--- src/rtl/exu_pkg.sv ---
package exu_pkg;

   localparam int data_w     = 32;
   localparam int reg_addr_w = 5;

   // wait cycles before an unanswered access is abandoned
   localparam int bus_timeout = 16;
   localparam int timer_w     = $clog2(bus_timeout + 1);
   localparam logic [timer_w-1:0] timer_max = bus_timeout[timer_w-1:0];

   typedef enum logic [4:0] {
      op_add, op_sub, op_and, op_or, op_xor,
      op_slt, op_sltu, op_sll, op_srl, op_sra,
      op_beq, op_bne, op_blt, op_bge,
      op_lw, op_lb, op_sw, op_sb
   } op_t;

   typedef enum logic [1:0] {
      st_idle,
      st_mem,  // waiting on the load/store unit
      st_wb
   } ctrl_state_t;

   function automatic logic is_alu_op(op_t op);
      return op inside {op_add, op_sub, op_and, op_or, op_xor,
                        op_slt, op_sltu, op_sll, op_srl, op_sra};
   endfunction

   function automatic logic is_branch_op(op_t op);
      return op inside {op_beq, op_bne, op_blt, op_bge};
   endfunction

   function automatic logic is_mem_op(op_t op);
      return op inside {op_lw, op_lb, op_sw, op_sb};
   endfunction

endpackage

--- src/rtl/exu_lsu_if.sv ---
interface exu_lsu_if;

   // request, one-cycle start
   logic                       start;
   logic                       is_store;
   logic                       is_byte;
   logic [exu_pkg::data_w-1:0] base;
   logic [exu_pkg::data_w-1:0] offset;
   logic [exu_pkg::data_w-1:0] store_data;

   // completion, fault and timed_out qualify done
   logic                       done;
   logic                       fault;
   logic                       timed_out;
   logic [exu_pkg::data_w-1:0] load_data;

   modport ctrl (
      output start, is_store, is_byte, base, offset, store_data,
      input  done, fault, timed_out, load_data
   );

   modport lsu (
      input  start, is_store, is_byte, base, offset, store_data,
      output done, fault, timed_out, load_data
   );

endinterface

--- src/rtl/exu_regfile.sv ---
module exu_regfile (
   input  logic                           clk,
   input  logic                           rst_n,
   input  logic [exu_pkg::reg_addr_w-1:0] rs1_addr,
   input  logic [exu_pkg::reg_addr_w-1:0] rs2_addr,
   input  logic [exu_pkg::reg_addr_w-1:0] rd_addr,
   input  logic                           rd_wen,
   input  logic [exu_pkg::data_w-1:0]     rd_data,
   output logic [exu_pkg::data_w-1:0]     rs1_data,
   output logic [exu_pkg::data_w-1:0]     rs2_data
);

   localparam int num_regs = 2 ** exu_pkg::reg_addr_w;

   // r0 has no storage
   logic [exu_pkg::data_w-1:0] regs [1:num_regs-1];

   always_ff @(posedge clk or negedge rst_n) begin
      if (!rst_n) begin
         for (int i = 1; i < num_regs; i++) begin
            regs[i] <= '0;
         end
      end else if (rd_wen && (rd_addr != '0)) begin
         regs[rd_addr] <= rd_data;
      end
   end

   always_comb begin
      rs1_data = '0;
      rs2_data = '0;
      if (rs1_addr != '0) begin
         rs1_data = regs[rs1_addr];
      end
      if (rs2_addr != '0) begin
         rs2_data = regs[rs2_addr];
      end
   end

endmodule

--- src/rtl/exu_alu.sv ---
module exu_alu (
   input  exu_pkg::op_t               op,
   input  logic [exu_pkg::data_w-1:0] a,
   input  logic [exu_pkg::data_w-1:0] b,
   output logic [exu_pkg::data_w-1:0] result
);

   logic [4:0] shamt;
   logic       lt_signed;
   logic       lt_unsigned;

   assign shamt       = b[4:0];
   assign lt_signed   = $signed(a) < $signed(b);
   assign lt_unsigned = a < b;

   always_comb begin
      unique case (op)
         exu_pkg::op_add:  result = a + b;
         exu_pkg::op_sub:  result = a - b;
         exu_pkg::op_and:  result = a & b;
         exu_pkg::op_or:   result = a | b;
         exu_pkg::op_xor:  result = a ^ b;
         exu_pkg::op_slt: begin
            result = {{(exu_pkg::data_w-1){1'b0}}, lt_signed};
         end
         exu_pkg::op_sltu: begin
            result = {{(exu_pkg::data_w-1){1'b0}}, lt_unsigned};
         end
         exu_pkg::op_sll:  result = a << shamt;
         exu_pkg::op_srl:  result = a >> shamt;
         exu_pkg::op_sra:  result = $signed(a) >>> shamt;  // sign fill
         default:          result = '0;  // branch and memory ops
      endcase
   end

endmodule

--- src/rtl/exu_branch.sv ---
module exu_branch (
   input  exu_pkg::op_t               op,
   input  logic [exu_pkg::data_w-1:0] a,
   input  logic [exu_pkg::data_w-1:0] b,
   input  logic [exu_pkg::data_w-1:0] pc,
   input  logic [exu_pkg::data_w-1:0] offset,
   output logic                       taken,
   output logic [exu_pkg::data_w-1:0] target
);

   logic equal;
   logic less;

   assign equal = a == b;
   assign less  = $signed(a) < $signed(b);

   // target does not depend on the outcome
   assign target = pc + offset;

   always_comb begin
      case (op)
         exu_pkg::op_beq: taken = equal;
         exu_pkg::op_bne: taken = !equal;
         exu_pkg::op_blt: taken = less;
         exu_pkg::op_bge: taken = !less;
         default:         taken = 1'b0;
      endcase
   end

endmodule

--- src/rtl/exu_bus_timer.sv ---
module exu_bus_timer (
   input  logic clk,
   input  logic rst_n,
   input  logic enable,
   output logic expired
);

   logic [exu_pkg::timer_w-1:0] count;

   always_ff @(posedge clk or negedge rst_n) begin
      if (!rst_n) begin
         count <= '0;
      end else if (!enable) begin
         count <= '0;
      end else if (count != exu_pkg::timer_max) begin
         count <= count + 1'b1;  // holds at the limit
      end
   end

   assign expired = count == exu_pkg::timer_max;

endmodule

--- src/rtl/exu_lsu.sv ---
module exu_lsu (
   input  logic                       clk,
   input  logic                       rst_n,
   exu_lsu_if.lsu                     lsu,
   input  logic [exu_pkg::data_w-1:0] wb_dat_i,
   input  logic                       wb_ack,
   output logic                       wb_cyc,
   output logic                       wb_stb,
   output logic                       wb_we,
   output logic [exu_pkg::data_w-1:0] wb_adr,
   output logic [exu_pkg::data_w-1:0] wb_dat_o,
   output logic [3:0]                 wb_sel
);

   logic [exu_pkg::data_w-1:0] addr;
   logic                       misalign;
   logic                       fault_q;
   logic                       byte_q;
   logic                       expired;
   logic                       bus_end;
   logic [7:0]                 load_byte;

   assign addr     = lsu.base + lsu.offset;
   assign misalign = !lsu.is_byte && (addr[1:0] != 2'b00);  // words only

   exu_bus_timer u_bus_timer (
      .clk     (clk),
      .rst_n   (rst_n),
      .enable  (wb_cyc),
      .expired (expired)
   );

   assign bus_end = wb_cyc && (wb_ack || expired);

   always_ff @(posedge clk or negedge rst_n) begin
      if (!rst_n) begin
         wb_cyc  <= 1'b0;
         wb_stb  <= 1'b0;
         fault_q <= 1'b0;
      end else begin
         fault_q <= lsu.start && misalign;
         if (lsu.start && !misalign) begin
            wb_cyc <= 1'b1;
            wb_stb <= 1'b1;
         end else if (bus_end) begin
            wb_cyc <= 1'b0;
            wb_stb <= 1'b0;
         end
      end
   end

   // held stable for the whole cycle, start only comes while idle
   always_ff @(posedge clk) begin
      if (lsu.start) begin
         wb_we    <= lsu.is_store;
         wb_adr   <= addr;
         byte_q   <= lsu.is_byte;
         wb_dat_o <= lsu.is_byte ? {4{lsu.store_data[7:0]}} : lsu.store_data;
         wb_sel   <= lsu.is_byte ? (4'b0001 << addr[1:0]) : 4'b1111;
      end
   end

   assign load_byte = wb_dat_i[{wb_adr[1:0], 3'b000} +: 8];

   assign lsu.done      = fault_q || bus_end;
   assign lsu.fault     = fault_q;
   assign lsu.timed_out = wb_cyc && expired && !wb_ack;  // ack wins a tie
   assign lsu.load_data = byte_q ? {{(exu_pkg::data_w-8){1'b0}}, load_byte} : wb_dat_i;

endmodule

--- src/rtl/exu_ctrl.sv ---
module exu_ctrl (
   input  logic                           clk,
   input  logic                           rst_n,
   input  logic                           issue_valid,
   input  exu_pkg::op_t                   issue_op,
   input  logic [exu_pkg::reg_addr_w-1:0] issue_rd,
   input  logic [exu_pkg::data_w-1:0]     issue_imm,
   input  logic                           issue_use_imm,
   input  logic [exu_pkg::data_w-1:0]     issue_pc,
   input  logic [exu_pkg::data_w-1:0]     rs1_data,
   input  logic [exu_pkg::data_w-1:0]     rs2_data,
   input  logic [exu_pkg::data_w-1:0]     alu_result,
   input  logic                           br_taken_c,
   input  logic [exu_pkg::data_w-1:0]     br_target_c,
   exu_lsu_if.ctrl                        lsu,
   output logic                           issue_ready,
   output logic [exu_pkg::data_w-1:0]     alu_b,
   output logic [exu_pkg::reg_addr_w-1:0] rd_addr,
   output logic                           rd_wen,
   output logic [exu_pkg::data_w-1:0]     rd_data,
   output logic                           br_valid,
   output logic                           br_taken,
   output logic [exu_pkg::data_w-1:0]     br_target,
   output logic                           align_error,
   output logic                           bus_error
);

   exu_pkg::ctrl_state_t           state;
   logic                           accept;
   logic                           mem_done;
   logic [exu_pkg::reg_addr_w-1:0] rd_q;
   logic                           is_load_q;
   logic [exu_pkg::data_w-1:0]     load_q;

   assign issue_ready = state == exu_pkg::st_idle;
   assign accept      = issue_valid && issue_ready;
   assign mem_done    = (state == exu_pkg::st_mem) && lsu.done;
   assign alu_b       = issue_use_imm ? issue_imm : rs2_data;

   assign lsu.start      = accept && exu_pkg::is_mem_op(issue_op);
   assign lsu.is_store   = issue_op inside {exu_pkg::op_sw, exu_pkg::op_sb};
   assign lsu.is_byte    = issue_op inside {exu_pkg::op_lb, exu_pkg::op_sb};
   assign lsu.base       = rs1_data;
   assign lsu.offset     = issue_imm;
   assign lsu.store_data = rs2_data;

   always_ff @(posedge clk or negedge rst_n) begin
      if (!rst_n) begin
         state       <= exu_pkg::st_idle;
         br_valid    <= 1'b0;
         br_taken    <= 1'b0;
         align_error <= 1'b0;
         bus_error   <= 1'b0;
      end else begin
         br_valid    <= accept && exu_pkg::is_branch_op(issue_op);
         br_taken    <= accept && exu_pkg::is_branch_op(issue_op) && br_taken_c;
         align_error <= mem_done && lsu.fault;  // high during wb
         bus_error   <= mem_done && lsu.timed_out;
         case (state)
            exu_pkg::st_idle: if (lsu.start) state <= exu_pkg::st_mem;
            exu_pkg::st_mem:  if (lsu.done) state <= exu_pkg::st_wb;
            default:          state <= exu_pkg::st_idle;
         endcase
      end
   end

   always_ff @(posedge clk) begin
      if (lsu.start) begin
         rd_q      <= issue_rd;
         is_load_q <= !lsu.is_store;
      end
      if (mem_done) begin
         load_q <= lsu.load_data;
      end
      if (accept && exu_pkg::is_branch_op(issue_op)) begin
         br_target <= br_target_c;
      end
   end

   // alu results go straight in, loads wait for wb
   always_comb begin
      if (state == exu_pkg::st_wb) begin
         rd_addr = rd_q;
         rd_data = load_q;
         rd_wen  = is_load_q && !align_error && !bus_error;
      end else begin
         rd_addr = issue_rd;
         rd_data = alu_result;
         rd_wen  = accept && exu_pkg::is_alu_op(issue_op);
      end
   end

endmodule

--- src/rtl/exu_top.sv ---
module exu_top (
   input  logic                           clk,
   input  logic                           rst_n,
   input  logic                           issue_valid,
   input  exu_pkg::op_t                   issue_op,
   input  logic [exu_pkg::reg_addr_w-1:0] issue_rd,
   input  logic [exu_pkg::reg_addr_w-1:0] issue_rs1,
   input  logic [exu_pkg::reg_addr_w-1:0] issue_rs2,
   input  logic [exu_pkg::data_w-1:0]     issue_imm,
   input  logic                           issue_use_imm,
   input  logic [exu_pkg::data_w-1:0]     issue_pc,
   output logic                           issue_ready,
   output logic                           br_valid,
   output logic                           br_taken,
   output logic [exu_pkg::data_w-1:0]     br_target,
   output logic                           wb_cyc,
   output logic                           wb_stb,
   output logic                           wb_we,
   output logic [exu_pkg::data_w-1:0]     wb_adr,
   output logic [exu_pkg::data_w-1:0]     wb_dat_o,
   output logic [3:0]                     wb_sel,
   input  logic [exu_pkg::data_w-1:0]     wb_dat_i,
   input  logic                           wb_ack,
   output logic                           align_error,
   output logic                           bus_error
);

   logic [exu_pkg::data_w-1:0]     rs1_data;
   logic [exu_pkg::data_w-1:0]     rs2_data;
   logic [exu_pkg::data_w-1:0]     alu_b;
   logic [exu_pkg::data_w-1:0]     alu_result;
   logic                           br_taken_c;
   logic [exu_pkg::data_w-1:0]     br_target_c;
   logic [exu_pkg::reg_addr_w-1:0] rd_addr;
   logic                           rd_wen;
   logic [exu_pkg::data_w-1:0]     rd_data;

   exu_lsu_if lsu_bus ();

   exu_ctrl u_ctrl (
      .clk           (clk),
      .rst_n         (rst_n),
      .issue_valid   (issue_valid),
      .issue_op      (issue_op),
      .issue_rd      (issue_rd),
      .issue_imm     (issue_imm),
      .issue_use_imm (issue_use_imm),
      .issue_pc      (issue_pc),
      .rs1_data      (rs1_data),
      .rs2_data      (rs2_data),
      .alu_result    (alu_result),
      .br_taken_c    (br_taken_c),
      .br_target_c   (br_target_c),
      .lsu           (lsu_bus.ctrl),
      .issue_ready   (issue_ready),
      .alu_b         (alu_b),
      .rd_addr       (rd_addr),
      .rd_wen        (rd_wen),
      .rd_data       (rd_data),
      .br_valid      (br_valid),
      .br_taken      (br_taken),
      .br_target     (br_target),
      .align_error   (align_error),
      .bus_error     (bus_error)
   );

   exu_regfile u_regfile (
      .clk      (clk),
      .rst_n    (rst_n),
      .rs1_addr (issue_rs1),
      .rs2_addr (issue_rs2),
      .rd_addr  (rd_addr),
      .rd_wen   (rd_wen),
      .rd_data  (rd_data),
      .rs1_data (rs1_data),
      .rs2_data (rs2_data)
   );

   exu_alu u_alu (
      .op     (issue_op),
      .a      (rs1_data),
      .b      (alu_b),
      .result (alu_result)
   );

   exu_branch u_branch (
      .op     (issue_op),
      .a      (rs1_data),
      .b      (rs2_data),
      .pc     (issue_pc),
      .offset (issue_imm),
      .taken  (br_taken_c),
      .target (br_target_c)
   );

   exu_lsu u_lsu (
      .clk      (clk),
      .rst_n    (rst_n),
      .lsu      (lsu_bus.lsu),
      .wb_dat_i (wb_dat_i),
      .wb_ack   (wb_ack),
      .wb_cyc   (wb_cyc),
      .wb_stb   (wb_stb),
      .wb_we    (wb_we),
      .wb_adr   (wb_adr),
      .wb_dat_o (wb_dat_o),
      .wb_sel   (wb_sel)
   );

endmodule

--- config.mk ---
export PLATFORM = sky130hd
export DESIGN_NAME = exu_top
export DESIGN_NICKNAME = d
export VERILOG_FILES = /design/src/rtl/exu_pkg.sv /design/src/rtl/exu_lsu_if.sv /design/src/rtl/exu_regfile.sv /design/src/rtl/exu_alu.sv /design/src/rtl/exu_branch.sv /design/src/rtl/exu_bus_timer.sv /design/src/rtl/exu_lsu.sv /design/src/rtl/exu_ctrl.sv /design/src/rtl/exu_top.sv
export SDC_FILE = /design/constraint.sdc
export NUM_CORES = 2
export LEC_CHECK = 0
export BUFFER_PORTS_ARGS = -buffer_cell sky130_fd_sc_hd__buf_4
export CELL_PAD_IN_SITES_DETAIL_PLACEMENT = 1
export CELL_PAD_IN_SITES_GLOBAL_PLACEMENT = 2
export CORE_MARGIN = 5
export CORE_UTILIZATION = 43
export CTS_BUF_LIST = sky130_fd_sc_hd__clkbuf_4
export CTS_CLUSTER_SIZE = 10
export DETAILED_ROUTE_END_ITERATION = 12
export PLACE_DENSITY_LB_ADDON = 0.1
export SETUP_SLACK_MARGIN = 0.1
export SLEW_MARGIN = 0
export SYNTH_ARGS = -nofsm -noshare
export SYNTH_HDL_FRONTEND = slang
export SYNTH_SLANG_ARGS = --single-unit
--- constraint.sdc ---
create_clock -name clk -period 7.8 [get_ports clk]
set_input_delay 1.56 -clock clk [delete_from_list [all_inputs] [get_ports clk]]
set_output_delay 1.56 -clock clk [all_outputs]
set_load 0.005 [all_outputs]
======== Word-level counts from Yosys, hierarchy flattened ========
Cells that the tools add are included.
storage, ports and cells
  flip-flop bits (word level) ............. 1145
  input port bits ......................... 121
  output and inout port bits .............. 108
  logic and storage cells ................. 164
cells by class
  add/sub/neg operators ................... 5
  $lt $le $gt $ge ......................... 7
  equal/unequal tests ..................... 25
  shift operators ......................... 5
  multiplexer cells ....................... 26
  bitwise logic cells ..................... 6
  reductions and logical operators ........ 41
operators with widths
  cell                number
  $bwmux 992          1
  $bmux 32 s5         2
  $mux 32             10
  $pmux 32 s10        1
  $demux 32 s5        1
  $add 32x32->32      3
  $lt 32x32->1        3
  $eq 5x4->1 const B  8
  $and 32x32->32      1
  $eq 32x32->1        1
  $or 32x32->32       1
  $shiftx 32x6->8     1
  $shl 32x5->32       1
  $shr 32x5->32       1
  $sshr 32x5->32      1
  $sub 32x32->32      1
  $xor 32x32->32      1
  $eq 5x3->1 const B  4
  $ge 6x6->1 const B  3
  $logic_and 1x1->1   18
  $not 5->6           3
  $eq 5x5->1 const B  3
  $mux 5              3
  $reduce_bool 5->1   3
  other kinds (23)    40

======== Longest topological paths before layout ========
  word-level depth ........................ 11
  depth in mapped cells ................... 27
  gate-level depth less buffers ........... 20

======== Modules after synthesis ========
A second synthesis with hierarchy kept.
second synthesis, totals
  cells, all modules ...................... 6000
  area, all modules ....................... 74007.2 µm²
modules (own cells, without submodules)
  module         instances  cells an instance  area an instance (µm²)  seq. area each (µm²)
  exu_regfile    1          3624               53642.7                 24823.8
  exu_alu        1          1212               8574.5                  0.0
  exu_lsu        1          499                4890.9                  2152.1
  exu_ctrl       1          273                4051.4                  2252.2
  exu_branch     1          365                2568.7                  0.0
  exu_bus_timer  1          27                 279.0                   125.1

======== Worst setup path before layout ========
Ideal clock, no wire load.
  path type ............................... input to register
  start ................................... input issue_rs2[0] (netlist name)
  end ..................................... register u_regfile.regs[864] (netlist name)
  setup time .............................. 0.083 ns
  arrival time ............................ 7.691 ns
  required time ........................... 7.717 ns
  setup slack ............................. 0.026 ns
  stages .................................. 24
  cell sequence ........................... buf_6 > buf_4 > buf_2 > clkbuf_1 > clkbuf_1 > buf_1 > mux4_2 > mux4_2 > mux2i_1 > o21ai_0 > ha_1 > clkbuf_1 > nor2_1 > a311o_1 > a211oi_1 > o21a_1 > o221ai_1 > a21oi_1 > nor2b_1 > nor2_1 > or4_1 > a41o_1 > clkbuf_1 > o21ai_0
on the way
  word-level cells in the longest chain between the ends .. 10
  elaborated cells between the ends (all ways) .. 20
  those cells by class .................... 2 x add/sub; 2 x order compare; 3 x shift; 8 x mux; 4 x bitwise; 1 x reduce/logical
ends and longest elaborated chain
  what                                          line               text
  start: declaration                            exu_top.sv:8       input logic [exu_pkg::reg_addr_w-1:0] issue_rs2,
  $not 5->6 (implied by the code)               exu_regfile.sv:35  rs2_data = regs[rs2_addr];
  $bmux 32 s5                                   exu_regfile.sv:35
  $mux 32 (implied by the code) (2 in a row)    exu_regfile.sv:35
  $mux 32 *                                     exu_regfile.sv:34  if (rs2_addr != '0) begin
  $mux 32 *                                     exu_ctrl.sv:38     assign alu_b = issue_use_imm ? issue_imm : rs2_data;
  $sub 32x32->32, or another cell as far along  exu_alu.sv:19      exu_pkg::op_sub: result = a - b;
  $pmux 32 s10 *                                exu_alu.sv:17      unique case (op)
  $mux 32 *                                     exu_ctrl.sv:82     if (state == exu_pkg::st_wb) begin
  $bwmux 992 *                                  exu_regfile.sv:24  regs[rd_addr] <= rd_data;
  end signal: indexed assignment                exu_regfile.sv:24
  end: declaration                              exu_regfile.sv:16  logic [exu_pkg::data_w-1:0] regs [1:num_regs-1];
Every way passes the cells marked *; elsewhere a longest branch is shown, timed or not. The select of a mux whose other input is x is not followed.
A chain may end at the register's enable or synchronous reset.

======== Final worst setup path ========
  start ................................... input issue_rs1[0] (netlist name)
  end ..................................... register u_regfile.regs[639] (netlist name)
on the way
  word-level cells in the longest chain between the ends .. 9
  elaborated cells between the ends (all ways) .. 17
  those cells by class .................... 2 x add/sub; 3 x shift; 7 x mux; 4 x bitwise; 1 x reduce/logical
ends and longest elaborated chain
  what                                          line               text
  start: declaration                            exu_top.sv:7       input logic [exu_pkg::reg_addr_w-1:0] issue_rs1,
  $not 5->6 (implied by the code)               exu_regfile.sv:32  rs1_data = regs[rs1_addr];
  $bmux 32 s5                                   exu_regfile.sv:32
  $mux 32 (implied by the code) (2 in a row)    exu_regfile.sv:32
  $mux 32 *                                     exu_regfile.sv:31  if (rs1_addr != '0) begin
  $sub 32x32->32, or another cell as far along  exu_alu.sv:19
  $pmux 32 s10 *                                exu_alu.sv:17
  $mux 32 *                                     exu_ctrl.sv:82
  $bwmux 992 *                                  exu_regfile.sv:24
Marked as above.

==> impl_metrics.csv <==
group,metric,value,unit
pwr,seqPwrFrac,42.6,%
final_layout,final_common_cell,"nand2_1",
sta,fmax,149,MHz
job,drv_cap,0,
pwr,p_int,0.0105,W
die,die_w,413,um
yosys,yosysSeqAreaShare,42.0,%
sta,fin_crit_sh,85.9,%
yosys,synth_warnings,0,
placement,gp_congestion,0.992,
detailed_routing,detail_route.first_pass.iterations,5,
yosys,ys_async_sr_fraction,87.8,%
yosys,postSynthCellCount,6847,
pwr,p_leak,34.8,nW
sta,hold_viol_final,0,
clock_network,clock_latency,1.39,ns
setup_path,critical-path-top-delay-family,"compound AO/OA/AOI/OAI gates",
clock_network,cts.clk_slew.worst_paths,0.07,ns
setup_path,path_max_fanout,38,
placement,hpwl,214000,um
detailed_routing,vias,60700,
setup_path,slowest_delay,0.64,ns
yosys,netlist_area,69900,um2
pwr,powerDensity,193,nW/um2
setup_path,cp_slowest_cell,"or4_1",
detailed_routing,avgRoutedWirePerCell,32.2,um
placement,numPortBuffers,228,
detailed_routing,vias_per_cell,6.26,
sta,finalMaxSlewViolations,0,
clock_network,cts_made_buffers,344,
die,die-area,171000,um2
clock_network,cts_resized,0,
die,die_h,413,um
yosys,synth_nets,7167,
clock_network,post_cts_buffers,0,
sta,relSlewSlack,16.7,%
global_routing,grt_first_pass_wirelength,450000,um
clock_network,clock-root-buffer,"clkbuf_4",
setup_path,start_kind,"input port",
sta,rsz0062_at_grt,"false",
pwr,power_frac_clock,36.3,%
die,io_pins,229,
global_routing,grt_pass1_vias,63100,
pwr,pwr-share-comb,21.1,%
final_layout,drive_gt1_share,25.2,%
sta,setup_viol,0,
final_layout,syn_to_final_growth,14.9,%
setup_path,r2r_slack,1.60,ns
global_routing,antenna_found_initial,21,
yosys,synth_area_per_cell,10.2,um2
die,rows,148,
clock_network,h-tree-depth,5,
die,start_util,43.1,%
pwr,sw_frac_of_total,32.5,%
setup_path,cp_common_cell,"buf_4",
detailed_routing,wirelength,312000,um
yosys,synth_cell_types,103,
setup_path,crit_chain,"buf_8 -> nor2_1 -> a211o_1 -> buf_4 -> nor3_1 -> or4_1 -> ha_1 -> buf_4 -> a221oi_1 -> buf_4 -> o21ai_0 -> buf_4 -> o221ai_1 -> nor4b_1 -> buf_4 -> o211ai_1 -> a21oi_1 -> o2111ai_1 -> buf_4 -> a41o_1 -> o41ai_4 -> buf_12 -> a31oi_1",
sta,hold_slack,0.245,ns
pwr,ir_drop,157,uV
final_layout,num-fill-cells,18100,
clock_network,cts.sink_count,1145,
final_layout,final_nets,7618,
setup_path,critPathBufInv,8,
global_routing,grt_usage,36.3,%
global_routing,grt_max_degree,161,
clock_network,cts_tree,"built",
detailed_routing,drc_errors,0,
detailed_routing,first_iter_violations,5156,
yosys,ys.flop_type,"dfrtp_1",
clock_network,cts_max_path_buffers,4,
global_routing,overflow,0,
worst_hold_path,hold_class,"in -> async",
sta,period_needed,6.70,ns
final_layout,mostFrequentLayoutCells,"nand2_1 (1,236), dfrtp_1 (1,005), o21ai_0 (738)",
detailed_routing,antenna_left,0,
setup_path,required,8.93,ns
setup_path,cp-end-kind,"flip-flop",
run_status,status,"finished, final reports clean",
die,coreArea,162000,um2
setup_path,criticalPathCategory,"in -> reg",
pwr,p_switching,0.00503,W
final_layout,final_util,49.5,%
sta,tightest_slew,1.24,ns
yosys,synth_edf_count,140,
setup_path,crit_arrival,7.83,ns
yosys,synth-seq-cells,1145,
sta,finClkSkew,0.112,ns
clock_network,ctsHoldBuffers,0,
[Yosys cell counts (all sizes together) (22+ instances only)]
cell    instances  area share (%)
a211oi         49            0.57
a21o           52            0.56
a21oi         226             1.6
a221oi         49            0.64
a22o           38            0.48
a22oi          53            0.59
a31oi          39            0.35
and2           24            0.21
buf           191             1.7
clkbuf        393             2.1
dfrtp        1005              36
edfxtp        140             6.0
ha            195             3.5
inv           138            0.74
mux2          104             1.7
mux2i         271             3.9
mux4          461              15
nand2        1268             6.8
nand2b         41            0.37
nand3          64            0.46
nand4          22            0.20
nor2          248             1.3
nor2b          92            0.82
nor3           52            0.38
o211ai         29            0.31
o21a           26            0.28
o21ai        1152             8.4
o22ai          44            0.40
xnor2          56            0.70
xor2           23            0.29
[power groups by stage]
stage                     logic (W)  clock network [W]  registers (W)
final                       0.00327            0.00563        0.00659
after global routing        0.00347            0.00613        0.00662
after CTS                   0.00323            0.00578        0.00659
after detailed placement    0.00323                  0        0.00670
after global placement      0.00317                  0        0.00667
after floorplan             0.00185                  0        0.00661
[path summary, 6_finish.rpt]
kind / startpoint / endpoint / depth (start not counted)
max in group asynchronous: rst_n / u_regfile.regs[153] / 3
min reg2reg: u_regfile.regs[342] / u_regfile.regs[342] / 2
min in group clk: wb_ack / u_ctrl.bus_error / 2
max reg2reg: u_regfile.regs[512] / u_regfile.regs[864] / 23
min: rst_n / u_regfile.regs[44] / 1
max: issue_rs1[0] / u_regfile.regs[639] / 23
[sequential cells by signal, indices dropped and copies added (netlist names)]
| register | count |
|---|---|
| u_ctrl.align_error | 1 |
| u_regfile.regs | 992 |
| u_lsu.wb_sel | 4 |
| u_lsu.u_bus_timer.count | 5 |
| u_lsu.lsu.fault | 1 |
| u_ctrl.br_valid | 1 |
| u_lsu.byte_q | 1 |
| u_ctrl.state | 2 |
| u_ctrl.load_q | 32 |
| u_lsu.wb_we | 1 |
| u_ctrl.rd_q | 5 |
| u_ctrl.br_target | 32 |
| u_lsu.wb_cyc | 1 |
| u_lsu.wb_dat_o | 32 |
| u_lsu.wb_adr | 32 |
| u_ctrl.bus_error | 1 |
| u_ctrl.is_load_q | 1 |
| u_ctrl.br_taken | 1 |
[metrics by stage]
stage / total power, W / worst slack, ns / instance area, um2 / cells / setup TNS [ns]
after global placement: 0.00985 / -0.0471 / 76200 / 9126 / -0.852
after floorplan: 0.00846 / 0.181 / 69900 / 6847 / 0
final: 0.0155 / 1.10 / 80300 / 9709 / 0
after CTS: 0.0156 / 1.39 / 80200 / 9684 / 0
after detailed placement: 0.00992 / -0.0352 / 76200 / 9126 / -0.138
after global routing: 0.0162 / 1.06 / 80200 / 9695 / 0
[final cells by class]
class	count	area, um2	area share (%)
diodes	24	60.1	0.0748
multi-input cells	4974	37800	47.1
clock buffers	470	3530	4.40
well taps	2175	2720	3.39
inverters	144	543	0.677
repair buffers	689	5840	7.28
flip-flops and latches	1145	29400	36.6
clock inverters	88	430	0.536
[kinds of logic after synthesis]
logic type               Yosys count  share of synthesized area [%]
AO/OA/AOI/OAI                   1948                           16.7
AND/OR/NAND/NOR                 1912                           11.6
flip-flops                      1145                           42.0
multiplexers                     836                           20.4
buffers and inverters            728                           4.57
adder cells (fa/ha/maj)          199                           3.61
XOR/XNOR                          79                          0.990
[metal layers]
layer  vias to the layer above  wire [um]  share of wire (%)  global-route usage [%]
met4                        16      18900                6.0                    19.4
met2                      2400     146000                 47                    58.5
met5                         -        108              0.035                       0
li1                      26200          -                  -                       -
met3                       745      20900                6.7                    7.78
met1                     31300     127000                 41                    46.1
No activity file was read; power rests on OpenSTA's default activity.
